## src/source/control_cfg.svh

```systemverilog
`ifndef CONTROL_CFG_SVH
`define CONTROL_CFG_SVH

// instruction byte split, opcode in the upper bits
`define OPCODE_WIDTH 5
`define BRANCH_WIDTH 3

// status word from the ALU
`define FLAGS_WIDTH 4

`define FLAGS_C 0   // carry
`define FLAGS_Z 1   // zero
`define FLAGS_N 2   // negative
`define FLAGS_V 3   // overflow

// LDW and STW run their own bus cycle after the address add
`define MEM_EXEC_STEPS 5

`endif
```

## src/source/controlPkg.sv

```systemverilog
package controlPkg;

   typedef enum logic [4:0] {
      ADD,
      ADDI,
      ADDIB,
      ADC,
      ADCI,
      SUB,
      SUBI,
      SUBIB,
      SUC,
      SUCI,
      NEG,
      CMP,
      CMPI,
      AND,
      OR,
      XOR,
      NOT,
      NAND,
      NOR,
      LSL,
      LSR,
      ASR,
      LUI,
      LDW,
      STW,
      BRANCH
   } opcode_t;   // codes 26 to 31 run as a no-op

   typedef enum logic [2:0] {
      BR  = 3'd0,
      BNE = 3'd1,
      BE  = 3'd2,
      BLT = 3'd3,
      BGE = 3'd4,
      BWL = 3'd5
   } branchCode_t;   // 6 and 7 never taken

   typedef enum logic [3:0] {
      FnNOP, FnADD, FnADC, FnSUB, FnNEG, FnAND, FnOR, FnXOR,
      FnNOT, FnNAND, FnNOR, FnLSL, FnLSR, FnASR, FnLUI, FnA
   } aluFunction_t;

   typedef enum logic {Op1Rd1, Op1Pc} op1Select_t;
   typedef enum logic {Op2Imm, Op2Rd2} op2Select_t;
   typedef enum logic {WdAlu, WdSys} wdSelect_t;
   typedef enum logic {ImmLong, ImmShort} immSelect_t;
   typedef enum logic {Rs1Ra, Rs1Rd} rs1Select_t;
   typedef enum logic {Pc1, PcAluOut} pcSelect_t;

   typedef enum logic [3:0] {
      Fetch1,
      Fetch2,
      Fetch3,
      Fetch4,
      Exec1,
      Exec2,
      Exec3,
      Exec4,
      Exec5
   } controlStep_t;

endpackage

```

## src/source/cpuControl.sv

```systemverilog
`include "control_cfg.svh"

module cpuControl import controlPkg::*; (
   input  logic                                  Clock,
   input  logic                                  nReset,
   input  logic [`OPCODE_WIDTH+`BRANCH_WIDTH-1:0] OpcodeCondIn,
   input  logic [`FLAGS_WIDTH-1:0]               Flags,
   output aluFunction_t                          AluOp,
   output op1Select_t                            Op1Sel,
   output op2Select_t                            Op2Sel,
   output immSelect_t                            ImmSel,
   output rs1Select_t                            Rs1Sel,
   output wdSelect_t                             WdSel,
   output pcSelect_t                             PcSel,
   output logic                                  AluEn,
   output logic                                  AluWe,
   output logic                                  LrWe,
   output logic                                  PcWe,
   output logic                                  PcEn,
   output logic                                  IrWe,
   output logic                                  RegWe,
   output logic                                  MemEn,   // pad direction
   output logic                                  nWE,
   output logic                                  nOE,
   output logic                                  nME,
   output logic                                  ENB,
   output logic                                  ALE,
   output logic                                  CFlag
);

   opcode_t      opcode;
   branchCode_t  branchCode;
   controlStep_t step;
   logic         branchTaken;
   logic         statusWe;

   // upper bits name the operation, lower bits the branch condition
   assign opcode     = opcode_t'(OpcodeCondIn[`BRANCH_WIDTH +: `OPCODE_WIDTH]);
   assign branchCode = branchCode_t'(OpcodeCondIn[`BRANCH_WIDTH-1:0]);

   phaseSequencer sequencer (
      .Clock  (Clock),
      .nReset (nReset),
      .opcode (opcode),
      .step   (step)
   );

   conditionUnit condition (
      .Clock       (Clock),
      .nReset      (nReset),
      .Flags       (Flags),
      .statusWe    (statusWe),
      .branchCode  (branchCode),
      .branchTaken (branchTaken),
      .CFlag       (CFlag)
   );

   datapathDecoder decoder (
      .step        (step),
      .opcode      (opcode),
      .branchCode  (branchCode),
      .branchTaken (branchTaken),
      .AluOp       (AluOp),
      .Op1Sel      (Op1Sel),
      .Op2Sel      (Op2Sel),
      .ImmSel      (ImmSel),
      .Rs1Sel      (Rs1Sel),
      .WdSel       (WdSel),
      .PcSel       (PcSel),
      .AluEn       (AluEn),
      .AluWe       (AluWe),
      .LrWe        (LrWe),
      .PcWe        (PcWe),
      .PcEn        (PcEn),
      .IrWe        (IrWe),
      .RegWe       (RegWe),
      .statusWe    (statusWe)
   );

   busStrobeGen strobes (
      .step   (step),
      .opcode (opcode),
      .MemEn  (MemEn),
      .nWE    (nWE),
      .nOE    (nOE),
      .nME    (nME),
      .ENB    (ENB),
      .ALE    (ALE)
   );

endmodule

```

## src/source/busStrobeGen.sv

```systemverilog
module busStrobeGen import controlPkg::*; (
   input  controlStep_t step,
   input  opcode_t      opcode,
   output logic         MemEn,
   output logic         nWE,
   output logic         nOE,
   output logic         nME,
   output logic         ENB,
   output logic         ALE
);

   logic         readCycle;
   controlStep_t readPhase;
   logic         storeExec;

   // LDW reuses the fetch read pattern, shifted into Exec2..Exec5
   always_comb begin
      readCycle = 1'b1;
      readPhase = step;
      case (step)
         Fetch1, Fetch2, Fetch3, Fetch4: ;
         Exec2: readPhase = Fetch1;
         Exec3: readPhase = Fetch2;
         Exec4: readPhase = Fetch3;
         Exec5: readPhase = Fetch4;
         default: readCycle = 1'b0;
      endcase
      if (step >= Exec1 && opcode != LDW) begin
         readCycle = 1'b0;
      end
   end

   assign storeExec = (opcode == STW) && (step inside {[Exec1:Exec5]});

   always_comb begin
      MemEn = 1'b0;
      nWE   = 1'b1;
      nOE   = 1'b0;
      nME   = 1'b1;
      ENB   = 1'b0;
      ALE   = 1'b0;
      if (readCycle) begin
         case (readPhase)
            Fetch1: begin
               ALE = 1'b1;   // address phase
               nOE = 1'b1;
            end
            Fetch2: begin
               nME   = 1'b0;
               MemEn = 1'b1;
            end
            Fetch3: begin
               nME   = 1'b0;
               MemEn = 1'b1;
               ENB   = 1'b1;   // read data onto the system bus
            end
            Fetch4: MemEn = 1'b1;
            default: ;
         endcase
      end else if (storeExec) begin
         case (step)
            Exec2: begin
               ALE = 1'b1;
               nOE = 1'b1;
            end
            Exec3, Exec4: begin
               nME = 1'b0;
               nOE = 1'b1;
               nWE = 1'b0;   // write strobe over two steps
            end
            default: ;
         endcase
      end
   end

   // a store drives the bus itself, so the pad buffer must stay off
   storeKeepsPadOff: assert final (!(storeExec && ENB && nOE))
      else $error("ENB high with nOE high during a store in step %s", step.name());

endmodule

```

## src/source/datapathDecoder.sv

```systemverilog
module datapathDecoder import controlPkg::*; (
   input  controlStep_t step,
   input  opcode_t      opcode,
   input  branchCode_t  branchCode,
   input  logic         branchTaken,
   output aluFunction_t AluOp,
   output op1Select_t   Op1Sel,
   output op2Select_t   Op2Sel,
   output immSelect_t   ImmSel,
   output rs1Select_t   Rs1Sel,
   output wdSelect_t    WdSel,
   output pcSelect_t    PcSel,
   output logic         AluEn,
   output logic         AluWe,
   output logic         LrWe,
   output logic         PcWe,
   output logic         PcEn,
   output logic         IrWe,
   output logic         RegWe,
   output logic         statusWe
);

   logic aluInstr;
   logic memOp;

   function automatic aluFunction_t aluFunctionOf(opcode_t op);
      case (op)
         ADD, ADDI, ADDIB:            return FnADD;
         ADC, ADCI, SUC, SUCI:        return FnADC;
         SUB, SUBI, SUBIB, CMP, CMPI: return FnSUB;
         NEG:                         return FnNEG;
         AND:                         return FnAND;
         OR:                          return FnOR;
         XOR:                         return FnXOR;
         NOT:                         return FnNOT;
         NAND:                        return FnNAND;
         NOR:                         return FnNOR;
         LSL:                         return FnLSL;
         LSR:                         return FnLSR;
         ASR:                         return FnASR;
         LUI:                         return FnLUI;
         default:                     return FnNOP;
      endcase
   endfunction

   assign aluInstr = opcode inside {[ADD:LUI]};
   assign memOp    = opcode inside {LDW, STW};

   always_comb begin
      AluOp    = FnNOP;
      Op1Sel   = Op1Rd1;
      Op2Sel   = Op2Imm;
      ImmSel   = ImmLong;
      Rs1Sel   = Rs1Ra;
      WdSel    = WdAlu;
      PcSel    = Pc1;
      AluEn    = 1'b0;
      AluWe    = 1'b0;
      LrWe     = 1'b0;
      PcWe     = 1'b0;
      PcEn     = 1'b0;
      IrWe     = 1'b0;
      RegWe    = 1'b0;
      statusWe = 1'b0;
      case (step)
         Fetch1: PcEn = 1'b1;   // PC out to the address latch
         Fetch4: IrWe = 1'b1;
         Exec1: begin
            if (aluInstr) begin
               AluOp    = aluFunctionOf(opcode);
               PcWe     = 1'b1;
               PcEn     = (opcode != LUI);
               RegWe    = !(opcode inside {CMP, CMPI});   // compares only set flags
               statusWe = (opcode != LUI);
               if (opcode inside {ADD, SUB, CMP, AND, OR, XOR, NAND, NOR}) begin
                  Op2Sel = Op2Rd2;
               end
               if (opcode inside {ADDI, SUBI, CMPI, LSL, LSR, ASR}) begin
                  ImmSel = ImmShort;
               end
               if (opcode inside {ADDIB, SUBIB}) begin
                  Rs1Sel = Rs1Rd;   // byte immediate forms add into Rd
               end
            end else begin
               case (opcode)
                  LDW, STW: begin
                     AluOp  = FnADD;   // effective address
                     ImmSel = ImmShort;
                     AluWe  = 1'b1;
                  end
                  BRANCH: begin
                     AluOp  = FnADD;   // PC plus long offset
                     Op1Sel = Op1Pc;
                     PcWe   = 1'b1;
                     if (branchTaken) begin
                        PcSel = PcAluOut;
                        LrWe  = (branchCode == BWL);
                     end
                  end
                  default: PcWe = 1'b1;
               endcase
            end
         end
         Exec2: begin
            if (memOp) begin
               AluOp  = FnADD;
               ImmSel = ImmShort;
               AluEn  = 1'b1;   // address onto the bus
            end
         end
         Exec3: begin
            if (memOp) begin
               AluOp  = FnA;   // pass Rd through for store data
               Rs1Sel = Rs1Rd;
               AluWe  = 1'b1;
               AluEn  = 1'b1;
            end
         end
         Exec4: AluEn = (opcode == STW);   // hold store data
         Exec5: begin
            if (memOp) begin
               PcWe = 1'b1;
               if (opcode == LDW) begin
                  WdSel = WdSys;
                  RegWe = 1'b1;
               end
            end
         end
         default: ;
      endcase
   end

   // a register write in Fetch4 would land on a half-loaded IR
   regWriteNotOnIrLoad: assert final (!(RegWe && IrWe))
      else $error("RegWe and IrWe high together in step %s", step.name());

endmodule

```

## src/source/conditionUnit.sv

```systemverilog
`include "control_cfg.svh"

module conditionUnit import controlPkg::*; (
   input  logic                    Clock,
   input  logic                    nReset,
   input  logic [`FLAGS_WIDTH-1:0] Flags,
   input  logic                    statusWe,
   input  branchCode_t             branchCode,
   output logic                    branchTaken,
   output logic                    CFlag
);

   logic [`FLAGS_WIDTH-1:0] statusReg;
   logic                    zero;
   logic                    lessThan;

   // ALU flags captured at the end of a flag-setting execute step
   always_ff @(posedge Clock or negedge nReset) begin
      if (!nReset) begin
         statusReg <= '0;
      end else if (statusWe) begin
         statusReg <= Flags;
      end
   end

   assign zero     = statusReg[`FLAGS_Z];
   assign lessThan = statusReg[`FLAGS_N] ^ statusReg[`FLAGS_V];   // signed compare result

   always_comb begin
      case (branchCode)
         BR, BWL: branchTaken = 1'b1;
         BNE:     branchTaken = !zero;
         BE:      branchTaken = zero;
         BLT:     branchTaken = lessThan;
         BGE:     branchTaken = !lessThan;
         default: branchTaken = 1'b0;
      endcase
   end

   assign CFlag = statusReg[`FLAGS_C];   // carry in for ADC and SUC

endmodule

```

## src/source/phaseSequencer.sv

```systemverilog
`include "control_cfg.svh"

module phaseSequencer import controlPkg::*; (
   input  logic         Clock,
   input  logic         nReset,
   input  opcode_t      opcode,
   output controlStep_t step
);

   logic         memOp;
   logic [2:0]   execLength;
   controlStep_t lastStep;
   controlStep_t nextStep;

   assign memOp = opcode inside {LDW, STW};

   // number of execute steps for the instruction in the IR
   assign execLength = memOp ? 3'(`MEM_EXEC_STEPS) : 3'd1;

   always_comb begin
      lastStep = controlStep_t'(4'(Exec1) + 4'(execLength) - 4'd1);
   end

   always_comb begin
      if (step > Exec5) begin
         nextStep = Fetch1;   // unused encodings recover to fetch
      end else if (step == lastStep) begin
         nextStep = Fetch1;
      end else begin
         nextStep = controlStep_t'(step + 4'd1);   // fetch steps fall through to Exec1
      end
   end

   always_ff @(posedge Clock or negedge nReset) begin
      if (!nReset) begin
         step <= Fetch1;
      end else begin
         step <= nextStep;
      end
   end

   // only the memory instructions get past the first execute step
   execTwoOnlyForMemory: assert property (
      @(posedge Clock) disable iff (!nReset)
      (step == Exec1 && !(opcode inside {LDW, STW})) |=> step != Exec2
   ) else $error("Exec2 entered for a single-step opcode");

endmodule

```

## config.mk

```make
export PLATFORM = sky130hd
export DESIGN_NAME = cpuControl
export DESIGN_NICKNAME = d
export VERILOG_FILES = /design/src/source/controlPkg.sv /design/src/source/cpuControl.sv /design/src/source/busStrobeGen.sv /design/src/source/datapathDecoder.sv /design/src/source/conditionUnit.sv /design/src/source/phaseSequencer.sv
export VERILOG_INCLUDE_DIRS = /design/src /design/src/source
export SDC_FILE = /design/constraint.sdc
export NUM_CORES = 1
export LEC_CHECK = 0
export BUFFER_PORTS_ARGS = -buffer_cell sky130_fd_sc_hd__buf_2
export CORE_ASPECT_RATIO = 1.4
export CORE_MARGIN = 2
export CORE_UTILIZATION = 51
export DETAILED_ROUTE_END_ITERATION = 10
export HOLD_SLACK_MARGIN = 0.08
export PLACE_DENSITY = 0.81
export SETUP_SLACK_MARGIN = 0.02
export SLEW_MARGIN = 20
export SYNTH_ARGS = -nofsm -noshare
export SYNTH_HDL_FRONTEND = slang
export SYNTH_HIERARCHICAL = 1
export SYNTH_SLANG_ARGS = --single-unit
```

## constraint.sdc

```tcl
create_clock -name Clock -period 2.3 [get_ports Clock]
set_input_delay 0.23 -clock Clock [delete_from_list [all_inputs] [get_ports Clock]]
set_output_delay 0.23 -clock Clock [all_outputs]
set_load 0.02 [all_outputs]
```

==> impl_table.tex, run 1 <==
\begin{tabular}{lr}
\hline
Metric & Value \\
\hline
\multicolumn{2}{l}{\textbf{Route}} \\
Mean routed wirelength per cell & 15.2 um \\
Initial drt markers & 28 \\
Number of nets still failing antenna checks after routing & 0 \\
Number of vias after detailed routing & 1327 \\
DRC violation count after routing & 0 \\
First-pass DRT Iterations & 4 \\
Detailed-route vias per instance & 6.41 \\
Routed wire length & 3.15 mm \\
\multicolumn{2}{l}{\textbf{Clock tree}} \\
TritonCTS buffer count & 3 \\
TritonCTS clock tree & built \\
Maximum level of the CTS H-tree & 1 \\
Cell at the root of the clock tree & clkbuf\_4 \\
Clock insertion delay at the later pin of the skew report & 0.25 ns \\
Clock Path Buffers & 2 \\
Clk slew on worst S/H paths & 0.05 ns \\
Clock Sinks & 8 \\
\multicolumn{2}{l}{\textbf{Cells and area}} \\
Final Net Count & 202 \\
Antenna cell count & 0 \\
Final instance count without filler cells & 207 \\
Syn-to-layout area delta & 18.2\% \\
Share of cells above drive strength 1 & 32.6\% \\
Sequential Area & 200 um\^{}2 \\
Leading cell type in the layout, fill and taps excluded & buf\_2 \\
Area occupied by multi-input gates & 927 um\^{}2 \\
Final-layout fill cell count & 214 \\
Commonest cells after routing, fill and taps aside & buf\_2 (37), nand2\_1 (9), dfrtp\_1 (8), inv\_1 (8), nor2\_1 (8) \\
\multicolumn{2}{l}{\textbf{Critical path}} \\
Startpoint of the worst-slack reg-to-reg timing path & sequencer/step[0] \\
Type of element launching the critical path & flop \\
Logic depth of the worst register-to-register path & 4 \\
Path type of the worst setup path & reg2out \\
Worst Path Arrival & 1.93 ns \\
CP max FO & 10 \\
Data required time of the critical path & 2.07 ns \\
Worst Setup End Kind & output pin \\
Worst R2R Setup Slack & 0.48 ns \\
Critical register-to-register path endpoint & condition/statusReg[3] \\
\multicolumn{2}{l}{\textbf{Place}} \\
Final GP Congestion & 0.922 \\
Setup WS pre-CTS & 0.297 ns \\
Placed Cells incl. Taps & 202 \\
Dpl hpwl & 2.34 mm \\
I/O Buffers & 37 \\
\multicolumn{2}{l}{\textbf{STA}} \\
Final Hold Fails & 0 \\
Final critical-path share of the clock period & 94.1\% \\
Final-layout worst hold slack & 0.202 ns \\
Worst slew margin relative to its limit & 67.4\% \\
Worst-case setup margin in the final layout & 0.135 ns \\
Clock period minus worst slack & 2.16 ns \\
Total negative slack & 0 ns \\
Setup repair after global routing missed its margin & no \\
Total setup violations reported at the end of the flow & 0 \\
Maximum achievable frequency & 462 MHz \\
Final clock skew & 0.00471 ns \\
Count of final max-slew check failures & 0 \\
Tightest Pin Transition & 0.477 ns \\
\multicolumn{2}{l}{\textbf{GRT}} \\
Antenna violations before repair & 0 \\
GR Util All Layers & 24.4\% \\
Overall overflow remaining after global route & 0 \\
Maximum number of pins on one net before global-route repair & 27 \\
First-pass GRT wire length & 5.15 mm \\
Via count of the first global-routing pass & 1133 \\
\multicolumn{2}{l}{\textbf{Hold path}} \\
Hold Path Origin & Flags[0] \\
Hold WC Path Type & in2reg \\
Destination of the worst hold path & condition/statusReg[0] \\
Number of cells traversed by the worst hold path & 2 \\
\multicolumn{2}{l}{\textbf{Power}} \\
Maximum ir drop on the vdd rail & 0.746 mV \\
Pwr/cell area & 937 mW/mm\^{}2 \\
Leakage power figure & 0.655 nW \\
\multicolumn{2}{l}{\textbf{Logic synthesis}} \\
Dominant combinational cell family by area after synthesis & simple AND/OR/NAND/NOR gates \\
Synth unique cells & 63 \\
Net count after synthesis & 166 \\
Synthesis-stage register bit count & 8 \\
Netlist area before placement & 0.00122 mm\^{}2 \\
Primary FF master, synth & dfrtp\_1 \\
Average size of a mapped cell & 8.13 um\^{}2 \\
Simple-gate share of the synthesized area & 35.4\% \\
Number of flops mapped to enable cells by yosys & 0 \\
Xor-xnor portion of the synthesized cell area & 3.59\% \\
Fraction of registers with async set/reset & 100\% \\
Share of the synthesized area in compound gates (AO/OA/AOI/OAI) & 28.4\% \\
Total of warnings raised by yosys & 6 \\
Portion of the post-synthesis area used by sequential elements & 16.4\% \\
Multiplexer share of the synthesized area & 6.36\% \\
Synthesized instance count & 150 \\
Adder-Cell Fraction of Synth Area & 2.05\% \\
\multicolumn{2}{l}{\textbf{Run}} \\
Maximum capacitance violations & 0 \\
\multicolumn{2}{l}{\textbf{Floorplanning}} \\
Number of rows created at floorplan & 21 \\
Count of pins on the block boundary & 38 \\
Initial standard-cell utilization of the core & 52.2\% \\
Die Width & 45.3 um \\
Die ar. & 0.00280 mm\^{}2 \\
Die height & 61.9 um \\
Floorplan core area & 0.00234 mm\^{}2 \\
\multicolumn{2}{l}{\textbf{Run status}} \\
Run status & completed \\
\hline
\end{tabular}
-- power breakdown --
group / internal (mW) / switching [mW]
Combinational: 0.398 / 0.523
Clock: 0.0595 / 0.0448
Sequential: 0.208 / 0.116
Total: 0.666 / 0.684
-- worst max path at each step --
| stage | endpoint | slack [ns] | cells past startpoint | startpoint |
|---|---|---|---|---|
| 4_1_cts | LrWe | 0.02 | 5 | sequencer/step[0] |
| 2_1_floorplan | LrWe | 0.18 | 5 | sequencer/step[1] |
| 3_5_place_dp | LrWe | 0.30 | 5 | sequencer/step[0] |
| 3_3_place_gp | LrWe | 0.37 | 5 | sequencer/step[0] |
| 6_report | MemEn | 0.14 | 5 | sequencer/step[1] |
| 5_1_grt | ALE | 0.05 | 5 | sequencer/step[0] |
-- per-stage QoR --
stage	cell area (um^2)	power, mW	util (%)
3_3_place_gp	1400	1.18	59.8
6_report	1440	1.35	61.6
5_1_grt	1440	1.46	61.6
4_1_cts	1430	1.34	61.2
2_1_floorplan	1220	0.980	-
3_5_place_dp	1400	1.23	59.8
-- cell families (layout without fill, tap and decap cells) --
group / count (synthesis) / after routing
and+or+nand+nor: 63 / 63
AOI/OAI and AO/OA: 45 / 45
buffers and inverters: 20 / 54
DFF: 8 / 8
muxes: 7 / 7
xor gates and xnor gates: 5 / 5
adders and majority gates: 2 / 2
-- final cells by class --
cell class / instances / area share (%)
well taps: 23 / 2.00
clock buffers: 3 / 1.56
repair buffers: 43 / 16.1
inverters: 8 / 2.08
flip-flops and latches: 8 / 13.9
multi-input cells: 122 / 64.3
-- synthesized netlist by cell type (4+ instances only) --
cell type  instances  area share (%)
nand2_1            9             2.8
inv_1              8             2.5
nor3_1             5             2.1
dfrtp_1            8              16
nand3_1            5             2.1
o21ai_1            4             1.6
buf_2              7             2.9
nor2b_1            6             3.1
nor2_1             9             2.8
-- routing by layer --
metal  part of all wire [%]  routed length [um]  GRT usage [%]
met5                      0                   0              0
met4                    1.7                  55           9.24
met3                    3.5                 111           1.16
met2                     53                1680           43.7
met1                     41                1300           30.6
-- repair_timing --
action                                  4_1_cts  5_1_grt
endpoints found under the setup margin        0        2
setup buffers                                 0        1
endpoints found under the hold margin         8        0
gates resized for setup                       0        1
hold buffers                                  1        0
-- registers in the layout, summed over array words and instances, names as in the netlist --
register / cells
condition/statusReg: 4
sequencer/step: 4
-- worst max-delay path: stages, from the launching register on --
cell,delay [ns]
dfrtp_1,0.51
buf_4,0.24
or3_1,0.39
and2_1,0.17
nor3_1,0.17
buf_2,0.20
(Power assumes the default switching activity.)
==> run 2, diff against run 1 <==
--- a/config.mk
+++ b/config.mk
@@ -7,8 +7,9 @@
 export NUM_CORES = 1
 export LEC_CHECK = 0
+export ABC_AREA = 1
 export BUFFER_PORTS_ARGS = -buffer_cell sky130_fd_sc_hd__buf_2
 export CORE_ASPECT_RATIO = 1.4
 export CORE_MARGIN = 2
-export CORE_UTILIZATION = 51
+export CORE_UTILIZATION = 52
 export DETAILED_ROUTE_END_ITERATION = 10
 export HOLD_SLACK_MARGIN = 0.08
==> constraint.sdc (replaced) <==
create_clock -name Clock -period 2.3 [get_ports Clock]
set_input_delay 0.46 -clock Clock [delete_from_list [all_inputs] [get_ports Clock]]
set_output_delay 0.46 -clock Clock [all_outputs]
set_load 0.02 [all_outputs]
==> impl_table.tex, run 2 <==
\begin{tabular}{lr}
\hline
Metric & Value \\
\hline
\multicolumn{2}{l}{\textbf{GRT}} \\
Via count of the first global-routing pass & 1408 (was 1133) \\
Antenna violations before repair & 0 (unchanged) \\
First-pass GRT wire length & 5.60 mm (was 5.15 mm) \\
GR Util All Layers & 24.5\% (was 24.4\%) \\
Overall overflow remaining after global route & 0 (unchanged) \\
Maximum number of pins on one net before global-route repair & 17 (was 27) \\
\multicolumn{2}{l}{\textbf{Clock tree}} \\
Cell at the root of the clock tree & clkbuf\_4 (unchanged) \\
Clock Sinks & 8 (unchanged) \\
Post CTS Setup Buffer Count & 0 (unchanged) \\
Clk slew on worst S/H paths & 0.05 ns (about the same) \\
Clock Path Buffers & 2 (unchanged) \\
Maximum level of the CTS H-tree & 1 (unchanged) \\
TritonCTS clock tree & built (unchanged) \\
TritonCTS buffer count & 3 (unchanged) \\
Clock insertion delay at the later pin of the skew report & 0.25 ns (about the same) \\
\multicolumn{2}{l}{\textbf{Logic synthesis}} \\
Net count after synthesis & 254 (was 166) \\
Primary FF master, synth & dfrtp\_1 (unchanged) \\
Netlist area before placement & 0.00128 mm\^{}2 (was 0.00122 mm\^{}2) \\
Synthesis-stage register bit count & 8 (unchanged) \\
Library cell occupying the most area in the post-synthesis netlist & nand2\_1 (was dfrtp\_1) \\
Average size of a mapped cell & 5.39 um\^{}2 (was 8.13 um\^{}2) \\
Top cell type's share of synthesized area & 22.2\% (was 16.4\%) \\
Number of flops mapped to enable cells by yosys & 0 (unchanged) \\
Portion of the post-synthesis area used by sequential elements & 15.6\% (was 16.4\%) \\
Synthesized instance count & 238 (was 150) \\
Fraction of registers with async set/reset & 100\% (unchanged) \\
Synth unique cells & 34 (was 63) \\
Most repeated cell in the gate-level netlist after synthesis & nand2\_1 \\
Most common library cells after synthesis & nand2\_1 (76), inv\_1 (33), nor2\_1 (27), nand3\_1 (21), inv\_2 (10) (was nand2\_1 (9), nor2\_1 (9), dfrtp\_1 (8), inv\_1 (8), buf\_2 (7)) \\
Total of warnings raised by yosys & 6 (unchanged) \\
Cell types occupying the most area after synthesis & nand2\_1 (22\%), dfrtp\_1 (16\%), inv\_1 (9.7\%) (was dfrtp\_1 (16\%), nor4b\_4 (5.8\%), nor2b\_1 (3.1\%)) \\
\multicolumn{2}{l}{\textbf{STA}} \\
Count of final max-slew check failures & 0 (unchanged) \\
Total negative slack & 0 ns (unchanged) \\
Final critical-path share of the clock period & 92.4\% (was 94.1\%) \\
Maximum achievable frequency & 470 MHz (was 462 MHz) \\
Worst slew margin relative to its limit & 80.7\% (was 67.4\%) \\
Tightest Pin Transition & 0.290 ns (was 0.477 ns) \\
Setup repair after global routing missed its margin & no (unchanged) \\
Total setup violations reported at the end of the flow & 0 (unchanged) \\
Final Hold Fails & 0 (unchanged) \\
Clock period minus worst slack & 2.13 ns (was 2.16 ns) \\
Final clock skew & 0.00167 ns (was 0.00471 ns) \\
\multicolumn{2}{l}{\textbf{Critical path}} \\
Type of element launching the critical path & flop (unchanged) \\
Critical path origin & sequencer/step[2] (was sequencer/step[1]) \\
Crit path max-delay cell type & dfrtp\_1 (unchanged) \\
Worst Path Arrival & 1.67 ns (was 1.93 ns) \\
Crit path buf inv count & 2 (unchanged) \\
Ordered cell list for the critical path & nand2\_1 -> inv\_1 -> nand2\_2 -> or2\_1 -> nor3\_2 -> buf\_2 (was buf\_4 -> or3\_1 -> and2\_1 -> nor3\_1 -> buf\_2) \\
Worst Setup End Kind & output pin (unchanged) \\
Family of cells with the greatest summed delay on the critical path & simple AND/OR/NAND/NOR gates (unchanged) \\
Path type of the worst setup path & reg2out (unchanged) \\
Startpoint of the worst-slack reg-to-reg timing path & sequencer/step[2] (was sequencer/step[0]) \\
Data required time of the critical path & 1.84 ns (was 2.07 ns) \\
Slowest stage delay, CP & 0.45 ns (was 0.51 ns) \\
CP max FO & 9 (was 10) \\
\multicolumn{2}{l}{\textbf{Hold path}} \\
Hold Path Origin & Flags[2] (was Flags[0]) \\
Hold WC Path Type & in2reg (unchanged) \\
\multicolumn{2}{l}{\textbf{Floorplanning}} \\
Die Width & 46.0 um (was 45.3 um) \\
Floorplan core area & 0.00236 mm\^{}2 (was 0.00234 mm\^{}2) \\
Number of rows created at floorplan & 21 (unchanged) \\
Initial standard-cell utilization of the core & 54.2\% (was 52.2\%) \\
Die ar. & 0.00289 mm\^{}2 (was 0.00280 mm\^{}2) \\
Count of pins on the block boundary & 38 (unchanged) \\
Die height & 62.8 um (was 61.9 um) \\
\multicolumn{2}{l}{\textbf{Cells and area}} \\
Final standard cell utilization of the core & 66.1\% (was 61.6\%) \\
Area occupied by multi-input gates & 907 um\^{}2 (was 927 um\^{}2) \\
Final Net Count & 300 (was 202) \\
Leading cell type in the layout, fill and taps excluded & nand2\_1 (was buf\_2) \\
Antenna cell count & 0 (unchanged) \\
Share of cells above drive strength 1 & 25.9\% (was 32.6\%) \\
Sequential Area & 200 um\^{}2 (unchanged) \\
Final instance count without filler cells & 305 (was 207) \\
Commonest cells after routing, fill and taps aside & nand2\_1 (74), buf\_2 (37), inv\_1 (33) (was buf\_2 (37), nand2\_1 (9), dfrtp\_1 (8), inv\_1 (8), nor2\_1 (8)) \\
Final-layout fill cell count & 257 (was 214) \\
Final cell area excluding filler cells & 0.00156 mm\^{}2 (was 0.00144 mm\^{}2) \\
Biggest registers after layout & condition/statusReg (4), sequencer/step (4) (unchanged) \\
Syn-to-layout area delta & 22.0\% (was 18.2\%) \\
\multicolumn{2}{l}{\textbf{Place}} \\
I/O Buffers & 37 (unchanged) \\
Cell area after placement & 0.00152 mm\^{}2 (was 0.00140 mm\^{}2) \\
Dpl hpwl & 2.56 mm (was 2.34 mm) \\
Final GP Congestion & 0.900 (was 0.922) \\
Placed Cells incl. Taps & 301 (was 202) \\
\multicolumn{2}{l}{\textbf{Power}} \\
Pwr/cell area & 1010 mW/mm\^{}2 (was 937 mW/mm\^{}2) \\
Maximum ir drop on the vdd rail & 0.534 mV (was 0.746 mV) \\
Final Power & 1.58 mW (was 1.35 mW) \\
Leakage power figure & 0.934 nW (was 0.655 nW) \\
\multicolumn{2}{l}{\textbf{Route}} \\
Initial drt markers & 42 (was 28) \\
Number of nets still failing antenna checks after routing & 0 (unchanged) \\
Mean routed wirelength per cell & 10.7 um (was 15.2 um) \\
Routed wire length & 3.27 mm (was 3.15 mm) \\
Detailed-route vias per instance & 5.21 (was 6.41) \\
First-pass DRT Iterations & 4 (unchanged) \\
Number of vias after detailed routing & 1588 (was 1327) \\
DRC violation count after routing & 0 (unchanged) \\
\multicolumn{2}{l}{\textbf{Run status}} \\
Run status & completed (unchanged) \\
\multicolumn{2}{l}{\textbf{Run}} \\
Maximum capacitance violations & 0 (unchanged) \\
\hline
\end{tabular}
## run 2: worst register-to-register path: stages, from the launching register on
cell and delay [ns]:
dfrtp_1 0.45, nand2_1 0.15, inv_1 0.10, nand2_2 0.14, nor2_1 0.25, mux2_4 0.32
## run 2: worst paths after layout
check | to | slack, ns | cells after the start
max in group asynchronous | sequencer/step[0] | 1.55 | 2
max | LrWe | 0.17 | 6
min reg2reg | condition/statusReg[0] | 0.51 | 1
max reg2reg | condition/statusReg[0] | 0.78 | 5
min in group asynchronous | condition/statusReg[0] | 0.59 | 2
min | condition/statusReg[2] | 0.41 | 3
## run 2: timing repair
| item | CTS | global route |
|---|---|---|
| endpoints found under the hold margin | 8 | 0 |
| gates resized for setup | 0 | 3 |
| hold buffers | 1 | 0 |
| setup endpoints to repair | 0 | 8 |
## run 2: report_power, final
group          internal [mW]  switching, mW
clock                 0.0595         0.0451
combinational          0.425          0.793
sequential             0.212         0.0457
total                  0.697          0.884
## run 2: per-layer routing
layer  part of all wire [%]  vias up  wire length (um)  track usage (%)
li1                       -      844                 -                -
met1                     44      707              1460             31.1
met2                     52       37              1710             42.4
met3                    3.1        0               102             2.02
met4                      0        0                 0             6.43
met5                      0        -                 0                0
## run 2: stage by stage
step | setup WS, ns | hold slack [ns]
CTS | 0.0694 | 0.410
global route | 0.0420 | 0.442
finish | 0.174 | 0.415
detailed placement | 0.160 | 0.308
global placement | 0.153 | 0.305
floorplan | 0.350 | 0.164
## run 2: kinds of logic after synthesis
group / count (synthesis) / share of synthesized area, %
buffers and inverters: 47 / 14.4
muxes: 1 / 1.17
and+or+nand+nor: 148 / 51.5
adders and majority gates: 2 / 1.95
xor gates and xnor gates: 1 / 0.683
DFF: 8 / 15.6
AOI/OAI and AO/OA: 31 / 14.6
## run 2: final cells by class
class / count / area share (%)
timing repair buffer: 44 / 15.4
multi-input combinational: 183 / 58.0
sequential: 8 / 12.8
tap: 23 / 1.84
inverter: 44 / 10.6
clock buffer: 3 / 1.44
==> run 3, diff against run 2 <==
Settings changed: REMOVE_ABC_BUFFERS from default to 1.
==> impl_table.tex, run 3 (synthesized netlist as in run 2, its figures left out) <==
\begin{tabular}{lr}
\hline
Metric & Value \\
\hline
\multicolumn{2}{l}{\textbf{Run status}} \\
Run status & completed (unchanged) \\
\multicolumn{2}{l}{\textbf{Critical path}} \\
Worst Setup End Kind & output pin (unchanged) \\
Worst R2R Setup Slack & 0.79 ns (was 0.78 ns) \\
Startpoint of the worst-slack reg-to-reg timing path & sequencer/step[0] (was sequencer/step[2]) \\
Worst Path Arrival & 1.67 ns (about the same) \\
Crit path max-delay cell type & dfrtp\_1 (unchanged) \\
Critical register-to-register path endpoint & condition/statusReg[0] (unchanged) \\
Logic depth of the worst register-to-register path & 4 (was 5) \\
Path type of the worst setup path & reg2out (unchanged) \\
Data required time of the critical path & 1.84 ns (about the same) \\
Slowest stage delay, CP & 0.37 ns (was 0.45 ns) \\
Type of element launching the critical path & flop (unchanged) \\
Ordered cell list for the critical path & nor2\_1 -> nand2\_2 -> or2\_1 -> nor3\_2 -> buf\_2 (was nand2\_1 -> inv\_1 -> nand2\_2 -> or2\_1 -> nor3\_2 -> buf\_2) \\
CP max FO & 9 (unchanged) \\
\multicolumn{2}{l}{\textbf{Cells and area}} \\
Antenna cell count & 0 (unchanged) \\
Final Net Count & 300 (unchanged) \\
Final-layout fill cell count & 247 (was 257) \\
Final standard cell utilization of the core & 65.8\% (was 66.1\%) \\
Final cell area excluding filler cells & 0.00156 mm\^{}2 (about the same) \\
Final instance count without filler cells & 305 (unchanged) \\
Commonest cells after routing, fill and taps aside & nand2\_1 (75), buf\_2 (37), inv\_1 (33) (was nand2\_1 (74), buf\_2 (37), inv\_1 (33)) \\
Syn-to-layout area delta & 21.4\% (was 22.0\%) \\
Biggest registers after layout & condition/statusReg (4), sequencer/step (4) (unchanged) \\
Leading cell type in the layout, fill and taps excluded & nand2\_1 (unchanged) \\
Area occupied by multi-input gates & 900 um\^{}2 (was 907 um\^{}2) \\
Sequential Area & 200 um\^{}2 (unchanged) \\
Share of cells above drive strength 1 & 25.5\% (was 25.9\%) \\
\multicolumn{2}{l}{\textbf{GRT}} \\
Overall overflow remaining after global route & 0 (unchanged) \\
Maximum number of pins on one net before global-route repair & 17 (unchanged) \\
Via count of the first global-routing pass & 1311 (was 1408) \\
First-pass GRT wire length & 5.35 mm (was 5.60 mm) \\
Antenna violations before repair & 0 (unchanged) \\
GR Util All Layers & 23.4\% (was 24.5\%) \\
\multicolumn{2}{l}{\textbf{Power}} \\
Maximum ir drop on the vdd rail & 0.452 mV (was 0.534 mV) \\
Final Power & 1.57 mW (was 1.58 mW) \\
Pwr/cell area & 1010 mW/mm\^{}2 (about the same) \\
Leakage power figure & 0.932 nW (was 0.934 nW) \\
\multicolumn{2}{l}{\textbf{STA}} \\
Final Hold Fails & 0 (unchanged) \\
Total setup violations reported at the end of the flow & 0 (unchanged) \\
Tightest Pin Transition & 0.281 ns (was 0.290 ns) \\
Total negative slack & 0 ns (unchanged) \\
Final critical-path share of the clock period & 92.5\% (was 92.4\%) \\
Final clock skew & 0.00170 ns (was 0.00167 ns) \\
Clock period minus worst slack & 2.13 ns (about the same) \\
Setup repair after global routing missed its margin & no (unchanged) \\
Final-layout worst hold slack & 0.417 ns (was 0.415 ns) \\
Maximum achievable frequency & 470 MHz (about the same) \\
Worst-case setup margin in the final layout & 0.173 ns (was 0.174 ns) \\
Count of final max-slew check failures & 0 (unchanged) \\
Worst slew margin relative to its limit & 81.2\% (was 80.7\%) \\
\multicolumn{2}{l}{\textbf{Route}} \\
Detailed-route vias per instance & 5.15 (was 5.21) \\
Number of vias after detailed routing & 1571 (was 1588) \\
Initial drt markers & 42 (unchanged) \\
Routed wire length & 3.13 mm (was 3.27 mm) \\
DRC violation count after routing & 0 (unchanged) \\
Number of nets still failing antenna checks after routing & 0 (unchanged) \\
First-pass DRT Iterations & 4 (unchanged) \\
Mean routed wirelength per cell & 10.3 um (was 10.7 um) \\
\multicolumn{2}{l}{\textbf{Place}} \\
I/O Buffers & 37 (unchanged) \\
Placed Cells incl. Taps & 301 (unchanged) \\
Setup WS pre-CTS & 0.202 ns (was 0.160 ns) \\
Cell area after placement & 0.00152 mm\^{}2 (unchanged) \\
Dpl hpwl & 2.53 mm (was 2.56 mm) \\
Final GP Congestion & 0.882 (was 0.900) \\
\multicolumn{2}{l}{\textbf{Hold path}} \\
Number of cells traversed by the worst hold path & 3 (unchanged) \\
Hold Path Origin & Flags[2] (unchanged) \\
Hold WC Path Type & in2reg (unchanged) \\
Destination of the worst hold path & condition/statusReg[2] (unchanged) \\
\multicolumn{2}{l}{\textbf{Floorplanning}} \\
Number of rows created at floorplan & 21 (unchanged) \\
Die ar. & 0.00289 mm\^{}2 (unchanged) \\
Count of pins on the block boundary & 38 (unchanged) \\
Floorplan core area & 0.00236 mm\^{}2 (unchanged) \\
Die height & 62.8 um (unchanged) \\
Initial standard-cell utilization of the core & 54.2\% (unchanged) \\
Die Width & 46.0 um (unchanged) \\
\multicolumn{2}{l}{\textbf{Clock tree}} \\
Clk slew on worst S/H paths & 0.05 ns (about the same) \\
Cell at the root of the clock tree & clkbuf\_4 (unchanged) \\
Clock Path Buffers & 2 (unchanged) \\
Clock insertion delay at the later pin of the skew report & 0.25 ns (about the same) \\
Clock Sinks & 8 (unchanged) \\
TritonCTS buffer count & 3 (unchanged) \\
Maximum level of the CTS H-tree & 1 (unchanged) \\
TritonCTS clock tree & built (unchanged) \\
\multicolumn{2}{l}{\textbf{Run}} \\
Maximum capacitance violations & 0 (unchanged) \\
\hline
\end{tabular}
==> run 3: changes by cell type in the layout (fill, tap and decap cells not counted) <==
cell	before	now
nand2_2	8	7
nor2_4	3	2
nand2_1	74	75
nor2_2	0	1
==> run 3: worst max-delay path, delay by kind of cell (launching register included) <==
kind,cells,cell delay [ns]
and+or+nand+nor,4,0.85
DFF,1,0.37
buffers and inverters,1,0.18
==> run 3: per-layer routing <==
| layer | part of all wire, % | vias to the layer above | global-route usage [%] |
|---|---|---|---|
| met4 | 1.1 | 0 | 7.50 |
| li1 | - | 845 | - |
| met3 | 3.2 | 4 | 2.89 |
| met2 | 53 | 40 | 38.0 |
| met1 | 43 | 682 | 30.8 |
| met5 | 0 | - | 0 |
==> run 3: area by class of cell <==
class                   count  share of cell area (%)
well taps                  23                    1.85
flip-flops and latches      8                    12.9
inverters                  44                    10.6
repair buffers             44                    15.4
multi-input cells         183                    57.8
clock buffers               3                    1.45
==> run 3: what timing repair did <==
item                                   in CTS  in global routing
setup buffers                               0                  0
gates resized for setup                     0                  1
endpoints found under the hold margin       8                  0
setup endpoints to repair                   0                  3
hold buffers                                1                  0
==> run 3: how the worst max path moves through the flow <==
stage | start | to | slack [ns] | cells after the start
floorplan | sequencer/step[3] | AluOp[2] | 0.35 | 5
global placement | OpcodeCondIn[4] | ImmSel | 0.22 | 10
detailed placement | OpcodeCondIn[5] | AluOp[3] | 0.20 | 8
CTS | sequencer/step[0] | LrWe | 0.1 | 5
global route | OpcodeCondIn[4] | ImmSel | 0.03 | 10
finish | sequencer/step[0] | LrWe | 0.17 | 5
==> run 3: power breakdown <==
part / switching [mW] / internal [mW]
clock network: 0.0444 / 0.0595
registers: 0.0327 / 0.212
logic: 0.794 / 0.424
total: 0.871 / 0.696
